**config.mk**
```make
export PLATFORM = sky130hd
export DESIGN_NAME = fv_req_decode
export DESIGN_NICKNAME = d
export VERILOG_FILES = /design/src/fv_geom_pkg.sv /design/src/fv_pkt_pkg.sv /design/src/fv_req_decode.sv
export SDC_FILE = /design/constraint.sdc
export NUM_CORES = 1
export LEC_CHECK = 0
export BUFFER_PORTS_ARGS = -buffer_cell sky130_fd_sc_hd__buf_2
export CAP_MARGIN = 20
export CORE_MARGIN = 2
export CORE_UTILIZATION = 30
export CTS_CLUSTER_SIZE = 16
export DETAILED_ROUTE_END_ITERATION = 7
export HOLD_SLACK_MARGIN = 0.05
export PLACE_DENSITY = 0.75
export SLEW_MARGIN = 20
export SYNTH_ARGS = -nofsm -noshare
export SYNTH_HDL_FRONTEND = slang
export SYNTH_SLANG_ARGS = --single-unit
```
**constraint.sdc**
```tcl
create_clock -name clk -period 1.44 [get_ports clk]
set_input_delay 0.216 -clock clk [delete_from_list [all_inputs] [get_ports clk]]
set_output_delay 0.216 -clock clk [all_outputs]
set_load 0.01 [all_outputs]
```
**src/fv_geom_pkg.sv**
```systemverilog
// Feature-value bank geometry constants
// Address, line and count types shared across the bank
package fv_geom_pkg;

    localparam int FV_WIDTH   = 16;
    localparam int LINE_WIDTH = 2 * FV_WIDTH;
    localparam int MAX_FV_NUM = 16;

    // Address fields, high to low: iteration, node slot, line
    localparam int LINE_BITS    = 3;
    localparam int NODE_BITS    = 4;
    localparam int ITER_BITS    = 2;
    localparam int ADDR_BITS    = ITER_BITS + NODE_BITS + LINE_BITS;
    localparam int NODE_ID_BITS = ITER_BITS + NODE_BITS;

    localparam int PE_TAG_BITS = 2;

    typedef logic [LINE_WIDTH-1:0] line_t;
    typedef logic [ADDR_BITS-1:0]  addr_t;

    // Node slot and line within one iteration
    typedef logic [NODE_BITS+LINE_BITS-1:0] slot_line_t;

    // 0 to 16 feature values
    typedef logic [$clog2(MAX_FV_NUM+1)-1:0] fv_num_t;

    // 0 to 8 lines
    typedef logic [$clog2(MAX_FV_NUM/2+1)-1:0] line_cnt_t;

endpackage
```
**src/fv_pkt_pkg.sv**
```systemverilog
// Request, command, SRAM access and output beat structs
package fv_pkt_pkg;

    // Write-back or edge-read request
    typedef struct packed {
        logic                                 rd_wr;
        logic [fv_geom_pkg::NODE_ID_BITS-1:0] node_id;
        logic [fv_geom_pkg::PE_TAG_BITS-1:0]  pe_tag;
        fv_geom_pkg::line_t                   data;
        logic                                 wr_eos;
    } fv_req_t;

    typedef enum logic [1:0] {
        STREAM,
        WRITE,
        READ
    } fv_op_e;

    typedef struct packed {
        fv_op_e                              op;
        fv_geom_pkg::addr_t                  base;
        fv_geom_pkg::line_cnt_t              lines;
        logic [fv_geom_pkg::NODE_BITS:0]     node_cnt;
        logic [fv_geom_pkg::PE_TAG_BITS-1:0] pe_tag;
        fv_geom_pkg::line_t                  data;
    } fv_cmd_t;

    // Enables are active low
    typedef struct packed {
        logic               cen;
        logic               wen;
        fv_geom_pkg::addr_t addr;
        fv_geom_pkg::line_t data;
    } fv_sram_req_t;

    typedef struct packed {
        logic                    sos;
        logic                    eos;
        fv_geom_pkg::slot_line_t a;
        fv_geom_pkg::line_t      data;
    } fv_stream_beat_t;

    typedef struct packed {
        logic                                sos;
        logic                                eos;
        logic [fv_geom_pkg::PE_TAG_BITS-1:0] pe_tag;
        fv_geom_pkg::line_t                  data;
    } fv_edge_beat_t;

endpackage

```
**src/fv_req_decode.sv**
```systemverilog
// Request and stream-trigger decode into bank commands
`timescale 1ns/100ps

module fv_req_decode #(
    parameter int NODES_PER_ITER = 16
) (
    input  logic                              clk,
    input  logic                              reset,
    input  fv_pkt_pkg::fv_req_t               req,
    input  logic                              req_valid,
    output logic                              req_ready,
    input  logic                              stream_begin,
    input  logic [fv_geom_pkg::ITER_BITS-1:0] replay_iter,
    input  logic [fv_geom_pkg::ITER_BITS-1:0] update_iter,
    input  fv_geom_pkg::fv_num_t              fv_num,
    output fv_pkt_pkg::fv_cmd_t               cmd,
    output logic                              cmd_valid,
    input  logic                              cmd_ready
);
    logic [fv_geom_pkg::ITER_BITS-1:0] last_iter;
    logic [fv_geom_pkg::ITER_BITS-1:0] stream_iter;
    logic                              stream_pend;
    logic [fv_geom_pkg::LINE_BITS-1:0] wr_idx;
    logic                              live;
    logic                              odd;
    logic                              trigger;
    fv_geom_pkg::fv_num_t              fv_up;

    assign odd     = update_iter[0];
    assign trigger = !odd && (stream_begin || (replay_iter != last_iter));
    assign fv_up   = fv_num + 1'b1;

    // A pending stream goes ahead of requests
    assign req_ready = live && odd && !stream_pend && cmd_ready;
    assign cmd_valid = stream_pend || (live && odd && req_valid);

    always_comb begin
        cmd.lines    = fv_up[$bits(fv_geom_pkg::fv_num_t)-1:1];
        cmd.node_cnt = 'd1;
        cmd.pe_tag   = '0;
        cmd.data     = '0;
        if (stream_pend) begin
            cmd.op       = fv_pkt_pkg::STREAM;
            cmd.base     = {stream_iter, {$bits(fv_geom_pkg::slot_line_t){1'b0}}};
            cmd.node_cnt = (fv_geom_pkg::NODE_BITS+1)'(NODES_PER_ITER);
        end else if (req.rd_wr) begin
            cmd.op    = fv_pkt_pkg::WRITE;
            cmd.base  = {req.node_id, wr_idx};
            cmd.lines = 'd1;
            cmd.data  = req.data;
        end else begin
            cmd.op     = fv_pkt_pkg::READ;
            cmd.base   = {req.node_id, {fv_geom_pkg::LINE_BITS{1'b0}}};
            cmd.pe_tag = req.pe_tag;
        end
    end

    always_ff @(posedge clk) begin
        if (reset) begin
            live        <= 1'b0;
            stream_pend <= 1'b0;
            last_iter   <= '0;
            wr_idx      <= '0;
        end else begin
            live <= 1'b1;
            if (stream_pend) begin
                if (cmd_ready) begin
                    stream_pend <= 1'b0;
                end
            end else if (trigger) begin
                stream_pend <= 1'b1;
                last_iter   <= replay_iter;
            end
            // Write beats fill consecutive lines of the node
            if (req_valid && req_ready && req.rd_wr) begin
                wr_idx <= req.wr_eos ? '0 : wr_idx + 1'b1;
            end
        end
    end

    always_ff @(posedge clk) begin
        if (!stream_pend && trigger) begin
            stream_iter <= replay_iter;
        end
    end

    a_cmd_hold: assert property (@(posedge clk) disable iff (reset)
        cmd_valid && !cmd_ready |=> !cmd_valid || $stable(cmd));

endmodule

```
==> results.py <==
metrics = {
    "setup_path": {
        "cp_num_buf_inv": 2,
        "critPathKind": "flop to primary output",
        "endpoint_kind": "primary output",
        "crit_family": "flip-flops",
        "reg2reg_to": "wr_idx[2]",
        "r2r-start": "wr_idx[0]",
        "crit_arrival_ps": 1210,
        "rr_worst_depth": 4,
        "critPathMaxStageDelay_ps": 360,
        "crit_required_ps": 1220,
        "r2r_slack_ps": 50,
        "crit_path_top_delay_cell": "dfxtp_4",
        "cp_max_fo": 9,
        "crit_chain": "nor2b_4 -> buf_4 -> and2_1 -> buf_2",
        "worstSetupStartpointType": "flop",
    },
    "clocking": {
        "cts_buffers": 3,
        "cts_tree": "done",
        "clk_latency_ps": 270,
        "clock_path_buffers": 2,
        "numClockSinks": 9,
        "clockRootBuffer": "clkbuf_4",
        "cts_max_level": 1,
        "path_clk_slew_ps": 60,
    },
    "yosys": {
        "syn_area_per_cell_um2": 7.61,
        "synth_xor_area_frac": 0.0543,
        "ys_seq_area_frac": 0.248,
        "yosys-top-cells-area": "and2_1 29%, dfxtp_1 17%, edfxtp_1 7.4%",
        "yosys.area_share.adder": 0.0310,
        "synthMuxAreaShare": 0.0543,
        "synthCells": 106,
        "netlist_area_um2": 807,
        "synth_simple_gate_area_frac": 0.478,
        "ys_async_sr_fraction": 0,
        "synth-edff-count": 2,
        "synth_compound_area_frac": 0.0605,
        "yosys.area.top_type": "and2_1",
        "synth_top_cell_area_share": 0.287,
        "synth_top_family_by_area": "simple AND/OR/NAND/NOR gates",
        "post-synth-top-count-cell": "and2_1",
        "yosys_warnings": 0,
        "synth_cell_types": 27,
        "synth_seq_cells": 9,
        "yosys-top-cells-count": "37 x and2_1, 9 x nor2_1, 7 x dfxtp_1",
        "synthFlopType": "dfxtp_1",
    },
    "timing": {
        "whs_ps": 165,
        "period_needed_ps": 1420,
        "min_period_over_period": 0.988,
        "hold_viol": 0,
        "fin_worst_skew_ps": 10.7,
        "slew_viol_final": 0,
        "finalSetupViolCount": 0,
        "rsz0062_at_grt": "yes",
        "max_freq_ghz": 0.703,
    },
    "detailed_routing": {
        "ant_nets": 0,
        "drc": 0,
        "wl_per_cell_um": 10.0,
        "drt_pass1_iterations": 4,
        "viasPerCell": 4.37,
        "drt_iter0_drc": 14,
        "wl_mm": 2.46,
        "num_vias": 1075,
    },
    "hold_path": {
        "hold_path_class": "input pin to flop",
        "worstHoldEndpoint": "stream_iter[0]",
        "hold_path.startpoint": "replay_iter[0]",
        "whs_path_depth": 1,
    },
    "power": {
        "p_comb_frac": 0.452,
        "switchingPower_uw": 292,
        "p_int_uw": 594,
        "sequentialPowerShare": 0.314,
        "p_sw_frac": 0.330,
        "p_leak_uw": 0.000856,
        "vdd_drop_max_mv": 0.456,
        "power.density_nw_per_um2": 599,
        "clkPwrFrac": 0.233,
    },
    "status": {
        "status": "finished clean",
    },
    "die": {
        "core_um2": 2520,
        "rows": 18,
        "die_x_um": 55.9,
        "start_util": 0.320,
        "die_area_um2": 3120,
        "top_level_ports": 112,
        "die_h_um": 55.9,
    },
    "placement": {
        "port_buffers": 107,
        "gp_congestion": 0.707,
        "hpwl_mm": 2.12,
        "dp_cells": 241,
    },
    "finish": {
        "antenna_cells": 0,
        "nFillCells": 245,
        "drive_above_1_share": 0.602,
        "syn_to_final_growth_pct": 83.4,
        "post_layout_nonfiller_instances": 246,
        "final_nets": 275,
    },
    "grt": {
        "antenna_found_initial": 0,
        "grt_use_total": 0.149,
        "grt_pass1_wl_mm": 3.80,
        "grt_max_degree": 21,
        "grt_pass1_vias": 927,
        "gr-total-overflow": 0,
    },
    "run": {
        "cap_violations": 0,
    },
}
==> layer usage <==
metal,global-route usage,share of wire,vias up
met3,0.0419,0.14,4
met5,0,0,-
met1,0.144,0.37,450
li1,-,-,550
met4,0.0714,0.015,0
met2,0.287,0.48,71
==> worst max path at each step <==
stage,start,to,slack (ps),cells past startpoint
after floorplan,wr_idx[0],wr_idx[2],110,4
after global placement,wr_idx[0],wr_idx[2],90,4
after detailed placement,wr_idx[0],wr_idx[2],50,4
after CTS,stream_pend,cmd[14],3,4
after global routing,stream_pend,cmd[44],-60,4
final,stream_pend,cmd[44],20,4
==> logic make-up (layout without fill, tap and decap cells) <==
family	count (synthesis)	after routing
AOI/OAI and AO/OA	8	8
xor gates and xnor gates	5	5
adders and majority gates	2	2
buffers and inverters	11	119
DFF	9	9
muxes	4	4
other	1	3
and+or+nand+nor	66	66
==> worst reg2reg max path: cells and delay by family (launching register included) <==
kind            cells  cell delay [ps]
simple gates        2              700
flops               1              350
fa+ha+maj           1              160
compound gates      1              120
==> registers in the layout, summed over array words and instances, names as in the netlist <==
signal and count:
wr_idx 3, last_iter 2, stream_iter 2, live 1
stream_pend 1
==> placed cells by master (no fill, tap or decap), drive strengths merged, types with 2 or more instances in the layout <==
master / netlist / final
inv: 2 / 2
nor2: 9 / 9
a21oi: 3 / 3
nand2: 4 / 4
conb: 1 / 3
clkbuf: 5 / 4
and2: 37 / 37
nand3b: 2 / 2
o21ai: 2 / 2
edfxtp: 2 / 2
xor2: 4 / 4
dfxtp: 7 / 7
nor2b: 6 / 6
mux2: 3 / 3
ha: 2 / 2
nand3: 4 / 4
buf: 4 / 113
==> area by class of cell <==
cell class | count | area [um2] | area share
Timing Repair Buffer | 113 | 621 | 0.419
Multi-Input combinational cell | 88 | 582 | 0.393
Sequential cell | 9 | 206 | 0.139
Inverter | 2 | 7.51 | 0.00507
Tap cell | 30 | 37.5 | 0.0254
Clock buffer | 4 | 26.3 | 0.0178
==> metrics by stage <==
stage	instance area (um2)	setup WS [ps]	TNS, ps	utilization	power, uW
finish	1480	17.1	0	0.587	887
global route	1480	-60.0	-1020	0.587	941
CTS	1440	3.45	0	0.569	872
detailed placement	1380	51.9	0	0.547	656
global placement	1380	85.2	0	0.547	652
floorplan	815	114	0	-	470
==> repair_timing <==
item | 4_1_cts | 5_1_grt
resized for setup | 7 | 12
hold buffers | 0 | 0
endpoints found under the setup margin | 33 | 38
cloned | 0 | 0
buffers inserted | 1 | 0
==> power groups by stage <==
stage               Clock (uW)  Sequential (uW)  Combinational (uW)
floorplan                    0              282                 188
global placement             0              283                 369
detailed placement           0              283                 373
CTS                        207              279                 386
global route               223              281                 438
finish                     207              279                 401
(Power assumes the default switching activity.)
