[src/fv_geom_pkg.sv]
// Feature-value bank geometry constants
// Address, line and count types shared across the bank
package fv_geom_pkg;

    localparam int FV_WIDTH   = 16;
    localparam int LINE_WIDTH = 2 * FV_WIDTH;
    localparam int MAX_FV_NUM = 16;

    // Address fields, high to low: iteration, node slot, line
    localparam int LINE_BITS    = 3;
    localparam int NODE_BITS    = 4;
    localparam int ITER_BITS    = 2;
    localparam int ADDR_BITS    = ITER_BITS + NODE_BITS + LINE_BITS;
    localparam int NODE_ID_BITS = ITER_BITS + NODE_BITS;

    localparam int PE_TAG_BITS = 2;

    typedef logic [LINE_WIDTH-1:0] line_t;
    typedef logic [ADDR_BITS-1:0]  addr_t;

    // Node slot and line within one iteration
    typedef logic [NODE_BITS+LINE_BITS-1:0] slot_line_t;

    // 0 to 16 feature values
    typedef logic [$clog2(MAX_FV_NUM+1)-1:0] fv_num_t;

    // 0 to 8 lines
    typedef logic [$clog2(MAX_FV_NUM/2+1)-1:0] line_cnt_t;

endpackage
[src/fv_pkt_pkg.sv]
// Request, command, SRAM access and output beat structs
package fv_pkt_pkg;

    // Write-back or edge-read request
    typedef struct packed {
        logic                                 rd_wr;
        logic [fv_geom_pkg::NODE_ID_BITS-1:0] node_id;
        logic [fv_geom_pkg::PE_TAG_BITS-1:0]  pe_tag;
        fv_geom_pkg::line_t                   data;
        logic                                 wr_eos;
    } fv_req_t;

    typedef enum logic [1:0] {
        STREAM,
        WRITE,
        READ
    } fv_op_e;

    typedef struct packed {
        fv_op_e                              op;
        fv_geom_pkg::addr_t                  base;
        fv_geom_pkg::line_cnt_t              lines;
        logic [fv_geom_pkg::NODE_BITS:0]     node_cnt;
        logic [fv_geom_pkg::PE_TAG_BITS-1:0] pe_tag;
        fv_geom_pkg::line_t                  data;
    } fv_cmd_t;

    // Enables are active low
    typedef struct packed {
        logic               cen;
        logic               wen;
        fv_geom_pkg::addr_t addr;
        fv_geom_pkg::line_t data;
    } fv_sram_req_t;

    typedef struct packed {
        logic                    sos;
        logic                    eos;
        fv_geom_pkg::slot_line_t a;
        fv_geom_pkg::line_t      data;
    } fv_stream_beat_t;

    typedef struct packed {
        logic                                sos;
        logic                                eos;
        logic [fv_geom_pkg::PE_TAG_BITS-1:0] pe_tag;
        fv_geom_pkg::line_t                  data;
    } fv_edge_beat_t;

endpackage

[src/fv_bank_cntl.sv]
// Bank controller FSM, sequences SRAM accesses
// and tags read data as stream or edge beats
`timescale 1ns/100ps

module fv_bank_cntl #(
    parameter  int FIFO_DEPTH = 4,
    localparam int FREE_BITS  = $clog2(FIFO_DEPTH + 1)
) (
    input  logic                        clk,
    input  logic                        reset,
    input  fv_pkt_pkg::fv_cmd_t         cmd,
    input  logic                        cmd_valid,
    output logic                        cmd_ready,
    output fv_pkt_pkg::fv_sram_req_t    sram_req,
    input  fv_geom_pkg::line_t          rdata,
    input  logic [FREE_BITS-1:0]        sm_free,
    input  logic [FREE_BITS-1:0]        edge_free,
    output logic                        sm_push,
    output fv_pkt_pkg::fv_stream_beat_t sm_beat,
    output logic                        edge_push,
    output fv_pkt_pkg::fv_edge_beat_t   edge_beat
);
    typedef enum logic [1:0] {
        ST_IDLE,
        ST_STREAM,
        ST_READ,
        ST_LAST
    } state_e;

    state_e                          state;
    fv_pkt_pkg::fv_cmd_t             cur;
    fv_geom_pkg::line_cnt_t          line_idx;
    logic [fv_geom_pkg::NODE_BITS:0] node_idx;
    fv_geom_pkg::slot_line_t         slot_line;
    logic                            first;
    logic                            issue;
    logic                            last_line;
    logic                            last_node;
    logic [FREE_BITS-1:0]            free;

    // Slot and line of the final beat of the command in flight
    fv_geom_pkg::slot_line_t         end_a;

    // Tags of the read in flight
    logic                    rd_pend;
    logic                    rd_sos;
    logic                    rd_eos;
    fv_geom_pkg::slot_line_t rd_a;

    assign slot_line = {node_idx[fv_geom_pkg::NODE_BITS-1:0],
                        line_idx[fv_geom_pkg::LINE_BITS-1:0]};
    assign last_line = (line_idx == cur.lines - 1'b1);
    assign last_node = (node_idx == cur.node_cnt - 1'b1);
    assign cmd_ready = (state == ST_IDLE);

    assign end_a = {(fv_geom_pkg::NODE_BITS)'(cur.node_cnt - 1'b1),
                    (fv_geom_pkg::LINE_BITS)'(cur.lines - 1'b1)};

    // Room must cover the beat already on its way
    assign free  = (cur.op == fv_pkt_pkg::STREAM) ? sm_free : edge_free;
    assign issue = ((state == ST_STREAM) || (state == ST_READ))
                   && (free > FREE_BITS'(rd_pend));

    always_comb begin
        sram_req.cen  = 1'b1;
        sram_req.wen  = 1'b1;
        sram_req.addr = cur.base + fv_geom_pkg::addr_t'(slot_line);
        sram_req.data = cmd.data;
        if (state == ST_IDLE && cmd_valid && cmd.op == fv_pkt_pkg::WRITE) begin
            sram_req.cen  = 1'b0;
            sram_req.wen  = 1'b0;
            sram_req.addr = cmd.base;
        end else if (issue) begin
            sram_req.cen = 1'b0;
        end
    end

    always_ff @(posedge clk) begin
        if (reset) begin
            state    <= ST_IDLE;
            line_idx <= '0;
            node_idx <= '0;
            first    <= 1'b0;
            rd_pend  <= 1'b0;
        end else begin
            rd_pend <= issue;
            case (state)
                ST_IDLE: begin
                    // Writes finish here, reads and streams start a run
                    if (cmd_valid && cmd.op != fv_pkt_pkg::WRITE) begin
                        state    <= (cmd.op == fv_pkt_pkg::STREAM) ? ST_STREAM : ST_READ;
                        line_idx <= '0;
                        node_idx <= '0;
                        first    <= 1'b1;
                    end
                end
                ST_STREAM, ST_READ: begin
                    if (issue) begin
                        first <= 1'b0;
                        if (last_line) begin
                            line_idx <= '0;
                            node_idx <= node_idx + 1'b1;
                            if (last_node) begin
                                state <= ST_LAST;
                            end
                        end else begin
                            line_idx <= line_idx + 1'b1;
                        end
                    end
                end
                default: begin
                    // Final beat is pushed in this cycle
                    state <= ST_IDLE;
                end
            endcase
        end
    end

    always_ff @(posedge clk) begin
        if (cmd_valid && cmd_ready) begin
            cur <= cmd;
        end
        if (issue) begin
            rd_sos <= first;
            rd_eos <= last_line && last_node;
            rd_a   <= slot_line;
        end
    end

    assign sm_push        = rd_pend && (cur.op == fv_pkt_pkg::STREAM);
    assign sm_beat.sos    = rd_sos;
    assign sm_beat.eos    = rd_eos;
    assign sm_beat.a      = rd_a;
    assign sm_beat.data   = rdata;

    assign edge_push        = rd_pend && (cur.op != fv_pkt_pkg::STREAM);
    assign edge_beat.sos    = rd_sos;
    assign edge_beat.eos    = rd_eos;
    assign edge_beat.pe_tag = cur.pe_tag;
    assign edge_beat.data   = rdata;

    a_sm_room: assert property (@(posedge clk) disable iff (reset)
        sm_push |-> sm_free != '0);

    a_edge_room: assert property (@(posedge clk) disable iff (reset)
        edge_push |-> edge_free != '0);

    // sos only on slot 0 line 0, eos only on the last line of the last node
    a_beat_bounds: assert property (@(posedge clk) disable iff (reset)
        (sm_push || edge_push) |-> (rd_sos == (rd_a == '0)) && (rd_eos == (rd_a == end_a)));

endmodule

[config.mk]
export PLATFORM = sky130hd
export DESIGN_NAME = fv_bank_cntl
export DESIGN_NICKNAME = d
export VERILOG_FILES = /design/src/fv_geom_pkg.sv /design/src/fv_pkt_pkg.sv /design/src/fv_bank_cntl.sv
export SDC_FILE = /design/constraint.sdc
export NUM_CORES = 1
export LEC_CHECK = 0
export ABC_CLOCK_PERIOD_IN_PS = 3600
export BUFFER_PORTS_ARGS = -buffer_cell sky130_fd_sc_hd__buf_4
export CORE_MARGIN = 5
export CORE_UTILIZATION = 47
export CTS_BUF_LIST = sky130_fd_sc_hd__clkbuf_4 sky130_fd_sc_hd__clkbuf_8
export CTS_CLUSTER_SIZE = 25
export DETAILED_ROUTE_END_ITERATION = 6
export PLACE_DENSITY_LB_ADDON = 0.3
export SETUP_SLACK_MARGIN = 0.1
export SLEW_MARGIN = 20
export SYNTH_ARGS = -nofsm -noshare
export SYNTH_HDL_FRONTEND = slang
export SYNTH_SLANG_ARGS = --single-unit
[constraint.sdc]
create_clock -name clk -period 3.6 [get_ports clk]
set_input_delay 0.18 -clock clk [delete_from_list [all_inputs] [get_ports clk]]
set_output_delay 0.18 -clock clk [all_outputs]
set_load 0.01 [all_outputs]
==> summary.md <==
| Metric | Value |
|---|---|
| Distinct cells, synth | 42 |
| Asr flop ratio synth | 0% |
| Area of the multi-input gates | 1150 µm² |
| Die W | 92.3 µm |
| DRC Markers | 0 |
| Synth Register Bits | 44 |
| Unrepaired setup endpoints after global routing | false |
| Post-synthesis instance area | 3180 µm² |
| Post-Place Worst Slack | 977 ps |
| Post-route ant nets | 0 |
| Finished Core Util | 45.5% |
| Vias in the first global route | 1967 |
| Fmax | around 350 MHz |
| Max H-tree Level | 2 |
| Detailed-route via count | 1901 |
| Sequential area share after synthesis | 37.4% |
| Power per cell area | 649 nW/µm² |
| Static Leak | 0.00128 µW |
| Die area | 8520 µm² |
| DR pass1 iterations | 4 |
| Inserted Clock Buffers | 5 |
| Gpl congestion | 0.791 |
| Commonest cells post-synth | buf_4, edfxtp_1, nand2_1, nor2_1 |
| Slew Limit Fails | 0 |
| Tot GR Track Use | 13.6% |
| Area leader, netlist | edfxtp_1 |
| Filler cells | 637 |
| Synthesized Nets | ~430 |
| Hold Vio Cnt, Final | 0 |
| Maximum fanout along the worst path | 10 |
| Core Footprint | 6680 µm² |
| Hold buffers post-CTS | 0 |
| Ranking of synthesized cells by area | edfxtp_1, buf_4, dfxtp_1, ha_1, xnor2_1 |
| Critical path arrival | 2690 ps |
| Slew headroom | between 40% and 50% |
| Tmin final | 2870 ps |
| # Max-Cap Violations | 0 |
| CTS tree | done |
| First-pass GRT wire length | 9.40 mm |
| Fin crit share | 79.9% |
| Initial antenna violation count | 0 |
| Diode count | 0 |
| Initial drt markers | 96 |
| Worst skew pair latency | between 200 and 300 ps |
| Hold depth | 1 |
| Status | finished, final reports clean |
| Initial Util | 47.6% |
| Number of flops mapped to enable cells by yosys | 31 |
| Nets | ~400 |
| Port Buffer Count | 57 |
| Clock slew at reported path FFs | roughly 80 ps |
| Total Wirelength | 5.71 mm |
| Layout area overhead | -4.44% |
| Grt ovf | 0 |
| Synth top area share | 29.3% |
| Routed wire per std cell | 15.8 µm |
| Syn Inst Count | 323 |
| Die height | between 90 and 100 µm |
| I/O pin total | about 220 |
| Hold WC Path Type | in2reg |
| Yosys warns | 0 |
| Root Buffer | clkbuf_8 |
| Clock sinks | 44 |
| Worst path required time | approximately 3400 ps |
| WS Path Type | reg2out |
| Mean Syn Cell Area | 9.85 µm² |
| Setup Fix Bufs, Post-CTS | 0 |
| Setup slack after layout | around 730 ps |
| Share of post-route cells with drive strength above 1 | between 20% and 30% |
| Overall Power | a little under 2000 µW |
| Register area | between 1000 and 1500 µm² |
| Sum Neg Setup Slack | 0 ps |
| Pin count of the biggest net entering global routing | 24 |
| Clk buf depth | 2 |
| CP endpoint kind | output port |
| Commonest register cell after synthesis | edfxtp_1 |
| Worst Reg-to-Reg Cells | 7 |
| Max VDD drop | 0.217 mV |
| Most frequent cell after synthesis | buf_4 |
| Post-DP HPWL | 4.18 mm |
| Clock skew | 3.11 ps |
| DR vias/cell | 5.27 |
| Core Rows | 30 |
| Worst Setup Start Kind | register |
| Worst-margin pin slew | 891 ps |
| Post-CTS sizing | 0 |
| Setup Viol. Count Final | 0 |
==> stage by stage <==
step / std cells / cell area [µm²] / hold slack (ps)
2_1_floorplan: 323 / 3180 / 279
5_1_grt: 361 / 3040 / 38.5
4_1_cts: 361 / 3040 / 47.3
3_3_place_gp: 353 / 2930 / 358
3_5_place_dp: 353 / 2930 / 360
6_report: 361 / 3040 / 58.5
==> cells by family after synthesis <==
kind of cell / Yosys count / share of synthesized area, %
buf+inv: 122 / 26.4
simple gates: 67 / 11.2
compound gates: 50 / 11.6
flops: 44 / 37.4
xor+xnor: 19 / 5.23
fa+ha+maj: 15 / 6.13
mux: 6 / 1.89
==> report_power, final <==
group / switching (µW) / leakage, µW / internal, µW / total, µW
clock: 169 / 0.0000586 / 214 / 383
sequential: 64.0 / 0.000403 / 697 / 761
combinational: 473 / 0.000814 / 357 / 830
total: 707 / 0.00128 / 1270 / 1970
==> per-layer routing <==
layer	GRT usage, %	up-vias	wire (µm)
met1	15.8	865	2400
met2	21.3	92	2580
li1	-	917	-
met3	5.50	27	554
met5	0	-	0
met4	7.05	0	170
==> cells in the final DEF, fill, tap and decap left out, types with 3 or more instances in the layout <==
master | synthesis | final
xnor2_1 | 11 | 11
dfxtp_1 | 13 | 13
o21ai_0 | 9 | 9
nor3_1 | 3 | 3
clkbuf_8 | 0 | 5
ha_1 | 14 | 14
and2_1 | 3 | 3
a21oi_1 | 11 | 11
a211oi_1 | 6 | 6
o211ai_1 | 4 | 4
mux2i_1 | 6 | 6
buf_4 | 102 | 58
edfxtp_1 | 31 | 31
a21o_1 | 3 | 3
nor3b_1 | 5 | 5
xor2_1 | 8 | 8
a211oi_2 | 4 | 4
nand2_1 | 20 | 20
nor2_1 | 15 | 15
nand3_1 | 6 | 6
inv_1 | 14 | 14
==> critical path, cell delays in order, from the launching register on <==
cell and delay, ps:
edfxtp_1 400, nor2_2 190, mux2i_1 220, ha_1 240
nor2_1 100, inv_1 90, and2_1 210, nor2_1 690
nor2_1 90, buf_4 180
==> final timing paths <==
check	to	from	slack [ps]
setup / recovery	sram_req[42]	cur[53]	730
hold / removal	cur[38]	cmd[38]	60
setup reg to reg	rd_a[2]	cur[53]	1100
hold reg to reg	rd_sos	first	440
==> registers in the layout, indices dropped and copies added, names as in the netlist, 2 cells and up <==
register	count
line_idx	4
state	2
rd_a	7
node_idx	5
edge_beat	2
cur	20
==> final cells by class <==
type | instances | area share, %
clock buffer | 6 | 2.51
clock inverter | 2 | 1.15
inverter | 14 | 1.73
multi-input combinational | 157 | 37.8
sequential | 44 | 39.2
tap | 80 | 3.29
timing repair buffer | 58 | 14.3
Note: power is estimated with default switching activity, not from simulation.
