File: config.mk
export PLATFORM = sky130hd
export DESIGN_NAME = fv_out_fifo
export DESIGN_NICKNAME = d
export VERILOG_FILES = /design/src/fv_out_fifo.sv
export SDC_FILE = /design/constraint.sdc
export NUM_CORES = 1
export LEC_CHECK = 0
export ABC_CLOCK_PERIOD_IN_PS = 3000
export BUFFER_PORTS_ARGS = -buffer_cell sky130_fd_sc_hd__buf_2
export CAP_MARGIN = 20
export CORE_AREA = 4 4 41 43
export CTS_BUF_LIST = sky130_fd_sc_hd__clkbuf_8
export CTS_CLUSTER_SIZE = 14
export DETAILED_ROUTE_END_ITERATION = 16
export DIE_AREA = 0 0 45 47
export PLACE_DENSITY = 0.68
export SLEW_MARGIN = 20
export SYNTH_ARGS = -nofsm -noshare
export SYNTH_HDL_FRONTEND = slang
export SYNTH_SLANG_ARGS = --single-unit
File: constraint.sdc
create_clock -name clk -period 3 [get_ports clk]
set_input_delay 0.75 -clock clk [delete_from_list [all_inputs] [get_ports clk]]
set_output_delay 0.75 -clock clk [all_outputs]
set_load 0.01 [all_outputs]
File: src/fv_out_fifo.sv
// Output FIFO for one beat type, with free-slot count
`timescale 1ns/100ps

module fv_out_fifo #(
    parameter  type payload_t = logic,
    parameter  int  DEPTH     = 4,
    localparam int  PTR_BITS  = $clog2(DEPTH),
    localparam int  CNT_BITS  = $clog2(DEPTH + 1)
) (
    input  logic                clk,
    input  logic                reset,
    input  logic                push,
    input  payload_t            push_data,
    output logic                pop_valid,
    output payload_t            pop_data,
    input  logic                pop_ready,
    output logic [CNT_BITS-1:0] free
);
    payload_t            mem [DEPTH];
    logic [PTR_BITS-1:0] wr_ptr;
    logic [PTR_BITS-1:0] rd_ptr;
    logic [CNT_BITS-1:0] count;
    logic                pop;

    // Wraps for any depth
    function automatic logic [PTR_BITS-1:0] bump(input logic [PTR_BITS-1:0] ptr);
        return (ptr == PTR_BITS'(DEPTH - 1)) ? '0 : ptr + 1'b1;
    endfunction

    assign pop_valid = (count != '0);
    assign pop_data  = mem[rd_ptr];
    assign pop       = pop_valid && pop_ready;
    assign free      = CNT_BITS'(DEPTH) - count;

    always_ff @(posedge clk) begin
        if (reset) begin
            wr_ptr <= '0;
            rd_ptr <= '0;
            count  <= '0;
        end else begin
            if (push) begin
                wr_ptr <= bump(wr_ptr);
            end
            if (pop) begin
                rd_ptr <= bump(rd_ptr);
            end
            case ({push, pop})
                2'b10:   count <= count + 1'b1;
                2'b01:   count <= count - 1'b1;
                default: count <= count;
            endcase
        end
    end

    always_ff @(posedge clk) begin
        if (push) begin
            mem[wr_ptr] <= push_data;
        end
    end

    a_no_overflow: assert property (@(posedge clk) disable iff (reset)
        push |-> count != CNT_BITS'(DEPTH));

endmodule

==> results of run 1 <==
-- synthesized netlist by cell type --
| cell | count | area [sq um] |
|---|---|---|
| a21oi_1 | 3 | 15.0 |
| and2_1 | 4 | 25.0 |
| buf_4 | 1 | 7.51 |
| dfxtp_1 | 9 | 180 |
| edfxtp_1 | 4 | 120 |
| fa_1 | 1 | 20.0 |
| ha_1 | 8 | 100 |
| inv_1 | 9 | 33.8 |
| mux2i_1 | 3 | 30.0 |
| mux4_2 | 1 | 22.5 |
| nor2_1 | 8 | 30.0 |
| nor2b_1 | 1 | 6.26 |
| nor3b_1 | 1 | 7.51 |
| o21ai_0 | 1 | 5.00 |
| or3_1 | 1 | 6.26 |
| xor2_1 | 2 | 17.5 |
-- worst max-delay path, delay by kind of cell, from the launching register on --
family	cells	cell delay (ns)
and+or+nand+nor	2	0.59
adders and majority gates	4	1.02
AOI/OAI and AO/OA	1	0.14
DFF	1	0.36
xor gates and xnor gates	1	0.16
buffers and inverters	2	0.15
-- metal layers --
layer  routed length [um]  share of wire  global-route usage  up-vias
met5                    0              0                   0        -
met4                    0              0              0.0175        0
li1                     -              -                   -      207
met1                  349           0.41              0.0931      181
met3                   36          0.042              0.0575        0
met2                  462           0.54               0.175        5
-- worst paths after layout --
kind	startpoint	slack (ns)	depth (start not counted)	to
worst max-delay path	count[0]$_SDFFE_PP0P_	0.50	10	count[2]$_SDFFE_PP0P_
worst min-delay path	count[2]$_SDFFE_PP0P_	0.49	2	count[2]$_SDFFE_PP0P_
worst max register to register	count[0]$_SDFFE_PP0P_	0.50	10	count[2]$_SDFFE_PP0P_
worst min register to register	count[2]$_SDFFE_PP0P_	0.49	2	count[2]$_SDFFE_PP0P_
-- layout make-up --
| type | instances | share of cell area |
|---|---|---|
| clock buffers | 3 | 0.0567 |
| repair buffers | 9 | 0.0619 |
| clock inverters | 1 | 0.00515 |
| multi-input cells | 34 | 0.392 |
| flip-flops and latches | 13 | 0.412 |
| inverters | 9 | 0.0464 |
| well taps | 15 | 0.0258 |
-- through the flow --
step / setup WS (ns) / area [sq um] / util / hold WS (ns) / total power [mW]
5_1_grt: 0.346 / 728 / 0.560 / 0.535 / 0.709
2_1_floorplan: 0.708 / 627 / - / 0.452 / 0.435
3_3_place_gp: 0.528 / 683 / 0.525 / 0.474 / 0.497
4_1_cts: 0.455 / 728 / 0.560 / 0.493 / 0.666
3_5_place_dp: 0.483 / 683 / 0.525 / 0.485 / 0.512
6_report: 0.500 / 728 / 0.560 / 0.493 / 0.650
-- power groups by stage --
stage / combinational (mW) / clock [mW] / sequential (mW)
6_report: 0.262 / 0.148 / 0.241
3_5_place_dp: 0.268 / 0 / 0.244
2_1_floorplan: 0.196 / 0 / 0.239
5_1_grt: 0.303 / 0.161 / 0.246
4_1_cts: 0.271 / 0.153 / 0.241
3_3_place_gp: 0.254 / 0 / 0.243
-- kinds of logic (layout without fill, tap and decap cells) --
logic type               after synthesis  count (layout)  synth area share
AND/OR/NAND/NOR                       15              15             0.120
flip-flops                            13              13             0.479
buffers and inverters                 10              22            0.0659
adder cells (fa/ha/maj)                9               9             0.192
AO/OA/AOI/OAI                          4               4            0.0319
multiplexers                           4               4            0.0838
XOR/XNOR                               2               2            0.0279
==> results.md, run 1 <==
* I/O Pins at 10
* TritonCTS buffer count at 3
* Final wirelength at 848 um
* Syn_area_per_cell at 11.0 sq um
* CP max-delay cell: fa_1
* Number of global-route vias before repair at 362
* Syn Nets at 71
* Dpl hpwl at 686 um
* 1st-pass router iterations at 4
* TritonCTS clock tree: done
* Setup_tns at 0 ns
* Warnings from Yosys at 0
* Antenna cell count at 0
* Vias/cell at 4.68
* Synth cell types at 16
* Final Hold Fails at 0
* Post-synthesis sequential area ratio at 0.479
* PortBufs at 9
* Pint at 0.428 mW
* Root buf cell: clkbuf_8
* Setup-failing EPs final at 0
* Global-route wire length before repair at 1410 um
* # fillers at 123
* RSZ-0062 raised after global routing: false
* Seq pwr share at 0.370
* Critical Path Most Common Cell: ha_1
* # resized after CTS at 0
* Reg area at 300 sq um
* Overall routing resource usage at 0.0956
* CORE AREA at 1300 sq um
* Crit path time final at 2.50 ns
* Via Count at 393
* GP Congestion at 0.709
* Commonest non-fill, non-tap cell in the layout: inv_1
* Crit share post-route at 0.833
* Seq cells post-synth at 13
* Post-route insts no fill at 84
* Crit path launch type: flop
* Clock Latency Late Sink at 0.24 ns
* Peak VDD IR at 414 uV
* Slew headroom at 0.774
* Most frequent cells in the layout: inv_1 (10), dfxtp_1 (9), buf_2 (9)
* Starting Density at 0.482
* Least-Margin Pin Slew at 0.338 ns
* Clock power share at 0.227
* Clock sinks at 13
* DP Cell Count at 80
* Logic gate share of total power at 0.402
* Crit. End Element: flop
* H-tree levels at 1
* Max-cap violations at 0
* WS Path Type: reg -> reg
* DIE HEIGHT at 47 um
* Sw Share at 0.342
* NetSw at 0.222 mW
* Clock skew at 0.00129 ns
* Hold Crit Class: reg -> reg
* Largest net degree at the start of global routing at 8
* Crit Path Max Fanout at 3
* Status: complete, no violations
* Final Max Slew Viols at 0
* Wire per inst at 10.1 um
* F_max at 400 MHz
* Multi-input gate area at 285 sq um
* Power Density at 893 nW/um^2
* Final nets at 84
* Crit path DAT at 2.67 ns
* CP peak stage delay at 0.37 ns
* Critical-path cell list: inv_1, ha_1, ha_1, nor2b_1, ha_1, inv_1, fa_1, xor2_1, or3_1, a21oi_1
* Leakage power at 0.328 nW
* Cts hold-fix bufs at 0
* Post-CTS setup buffers at 0
* Initial antenna violation count at 0
* Syn-to-layout area delta at 16.2%
* Die area at 2120 sq um
* Drc violations at 0
* Die width at 45 um
* Post-route ant nets at 0
* Row cnt at 13
* Remaining Overflow, GRT at 0
* Synth Cell Area at 627 sq um
* Initial DRC Count at 2
* Max clock buf depth at 2
* Clock transition at the registers of the reported paths at 0.05 ns
* Layout cells sized above 1 at 0.188
* Syn Inst Count at 57
* Worst path required time at 3.17 ns
(Power assumes the default switching activity.)
==> inputs of run 2 (changes only) <==
Settings changed: ABC_CLOCK_PERIOD_IN_PS 3000 to 2100, PLACE_DENSITY 0.68 to 0.71.
Clock period 3 ns to 2.1 ns, I/O delays scaled along.
==> run 2 against run 1 <==
  * Critical path depth stayed put
  * Final area is 14% higher
  * Power is 76% higher
  * Maximum frequency is 20% higher
  * Critical path type unchanged
  * Critical endpoint unchanged
  * Largest cell class is now multi-input gates
  * Largest power group unchanged
==> results.md, run 2 (synthesized netlist as in run 1, its figures left out) <==
* Setup_tns at 0 ns (unchanged)
* H-tree levels at 1 (unchanged)
* CP peak stage delay at 0.36 ns (about the same)
* Status: complete, no violations
* Syn-to-layout area delta at 32.3%
* Largest net degree at the start of global routing at 8 (unchanged)
* Wire per inst at 11.1 um (+9.8%)
* Clock transition at the registers of the reported paths at 0.06 ns (about the same)
* Antenna cell count at 0 (unchanged)
* Initial DRC Count at 1 (-1)
* Post-DP Area at 722 sq um (+5.7%)
* Crit. End Element: flop
* Final wirelength at 998 um (+18%)
* Power Density at 1380 nW/um^2 (+55%)
* Min Hold Slack at 0.487 ns (-0.00584 ns)
* Worst path required time at 2.28 ns (-0.89 ns)
* Crit Path Max Fanout at 2 (-1)
* Die width at 45 um (unchanged)
* Crit path DAT at 2.26 ns (-0.41 ns)
* Initial antenna violation count at 0 (unchanged)
* Most frequent cells in the layout: buf_2 (9), nor2_1 (8), inv_1 (7), dfxtp_1 (7), buf_4 (6)
* Starting Density at 0.482 (unchanged)
* Root buf cell: clkbuf_8
* Min-delay src: count[1]$_SDFFE_PP0P_
* Crit path launch type: flop
* PortBufs at 9 (unchanged)
* Post-route ant nets at 0 (unchanged)
* Setup-failing EPs final at 0 (unchanged)
* Clock Latency Late Sink at 0.24 ns (about the same)
* RSZ-0062 raised after global routing: true
* Via Count at 417 (+6.1%)
* Max-cap violations at 0 (unchanged)
* Row cnt at 13 (unchanged)
* CORE AREA at 1300 sq um (unchanged)
* GP Congestion at 0.727 (+2.6%)
* Die area at 2120 sq um (unchanged)
* Crit-path leading delay family: adder cells
* Commonest non-fill, non-tap cell in the layout: buf_2
* Least-Margin Pin Slew at 0.196 ns (-0.142 ns)
* Slew headroom at 0.868 (+0.0934)
* DIE HEIGHT at 47 um (unchanged)
* Leakage power at 0.366 nW (+11%)
* Dpl hpwl at 770 um (+12%)
* Crit path time final at 2.07 ns (-0.425 ns)
* Hold Crit Class: reg -> reg
* Worst setup startpoint: count[0]$_SDFFE_PP0P_
* Final Power at 1.15 mW (+76%)
* Layout Utilization at 0.638 (+0.0779)
* Drc violations at 0 (unchanged)
* WS Path Type: reg -> reg
* Final nets at 90 (+7.1%)
* Max clock buf depth at 2 (unchanged)
* Number of global-route vias before repair at 406 (+12%)
* Fin area at 830 sq um (+14%)
* Crit share post-route at 0.988 (+0.155)
* Final Hold Fails at 0 (unchanged)
* Critical-path cell list: inv_4, ha_4, ha_4, nor2b_4, ha_4, inv_2, fa_2, xor2_1, or3_1, a21oi_2
* I/O Pins at 10 (unchanged)
* Remaining Overflow, GRT at 0 (unchanged)
* TritonCTS clock tree: done
* Clock sinks at 13 (unchanged)
* TritonCTS buffer count at 3 (unchanged)
* F_max at 482 MHz (+20%)
* CP Buf/Inv Count at 2 (unchanged)
* 1st-pass router iterations at 2 (-2)
* Global-route wire length before repair at 1570 um (+11%)
* Critical Path Most Common Cell: ha_4
* Vias/cell at 4.63 (-0.97%)
* Overall routing resource usage at 0.111 (+0.0154)
* Clock skew at 0.00629 ns (+0.00500 ns)
* Worst R2R Start: count[0]$_SDFFE_PP0P_
* Final Max Slew Viols at 0 (unchanged)
* Layout cells sized above 1 at 0.400 (+0.212)
* Peak VDD IR at 728 uV (+76%)
* CP max-delay cell: or3_1
==> run 2: cell types whose count changed in the layout (fill, tap and decap cells not counted), sizes merged <==
cell,delta
buf,+6
==> run 2: area by class of cell <==
type / instances / area [sq um]
Clock buffer: 3 / 41.3
Clock inverter: 1 / 3.75
Fill cell: 108 / 472
Inverter: 9 / 36.3
Multi-Input combinational cell: 34 / 337
Sequential cell: 13 / 303
Tap cell: 15 / 18.8
Timing Repair Buffer: 15 / 90.1
==> run 2: final timing paths <==
check                                             end  slack (ns)  depth (start not counted)
worst max-delay path            count[2]$_SDFFE_PP0P_        0.03                         10
worst min-delay path            count[1]$_SDFFE_PP0P_        0.49                          2
worst max register to register  count[2]$_SDFFE_PP0P_        0.03                         10
worst min register to register  count[1]$_SDFFE_PP0P_        0.49                          2
==> run 2: through the flow <==
stage | setup WS, ns | std cells
floorplan | 0.00934 | 57
global placement | 0.0252 | 83
detailed placement | -0.0166 | 83
CTS | 0.0121 | 88
global route | -0.0643 | 90
finish | 0.0256 | 90
==> run 2: per-layer routing <==
layer | vias to the layer above | global-route usage | part of all wire
met5 | - | 0 | 0
met4 | 0 | 0.0702 | 0.0080
met3 | 2 | 0.0460 | 0.052
met2 | 6 | 0.209 | 0.56
met1 | 190 | 0.0957 | 0.38
li1 | 219 | - | -
==> run 2: worst register-to-register path, delay by kind of cell (launching register included) <==
| kind | cells | cell delay [ns] |
|---|---|---|
| compound gates | 1 | 0.11 |
| xor+xnor | 1 | 0.15 |
| fa+ha+maj | 4 | 0.83 |
| buf+inv | 2 | 0.09 |
| flops | 1 | 0.35 |
| simple gates | 2 | 0.50 |
==> run 2: what timing repair did <==
action / in CTS / in global routing
pin swaps: 2 / 5
gates cloned: 0 / 0
setup buffers: 1 / 2
gates resized for setup: 1 / 8
setup endpoints to repair: 1 / 1
hold buffers: 0 / 0
==> run 2: report_power, final <==
group | switching, mW | internal [mW]
clock network | 0.0860 | 0.129
registers | 0.0350 | 0.316
logic | 0.268 | 0.314
total | 0.389 | 0.758
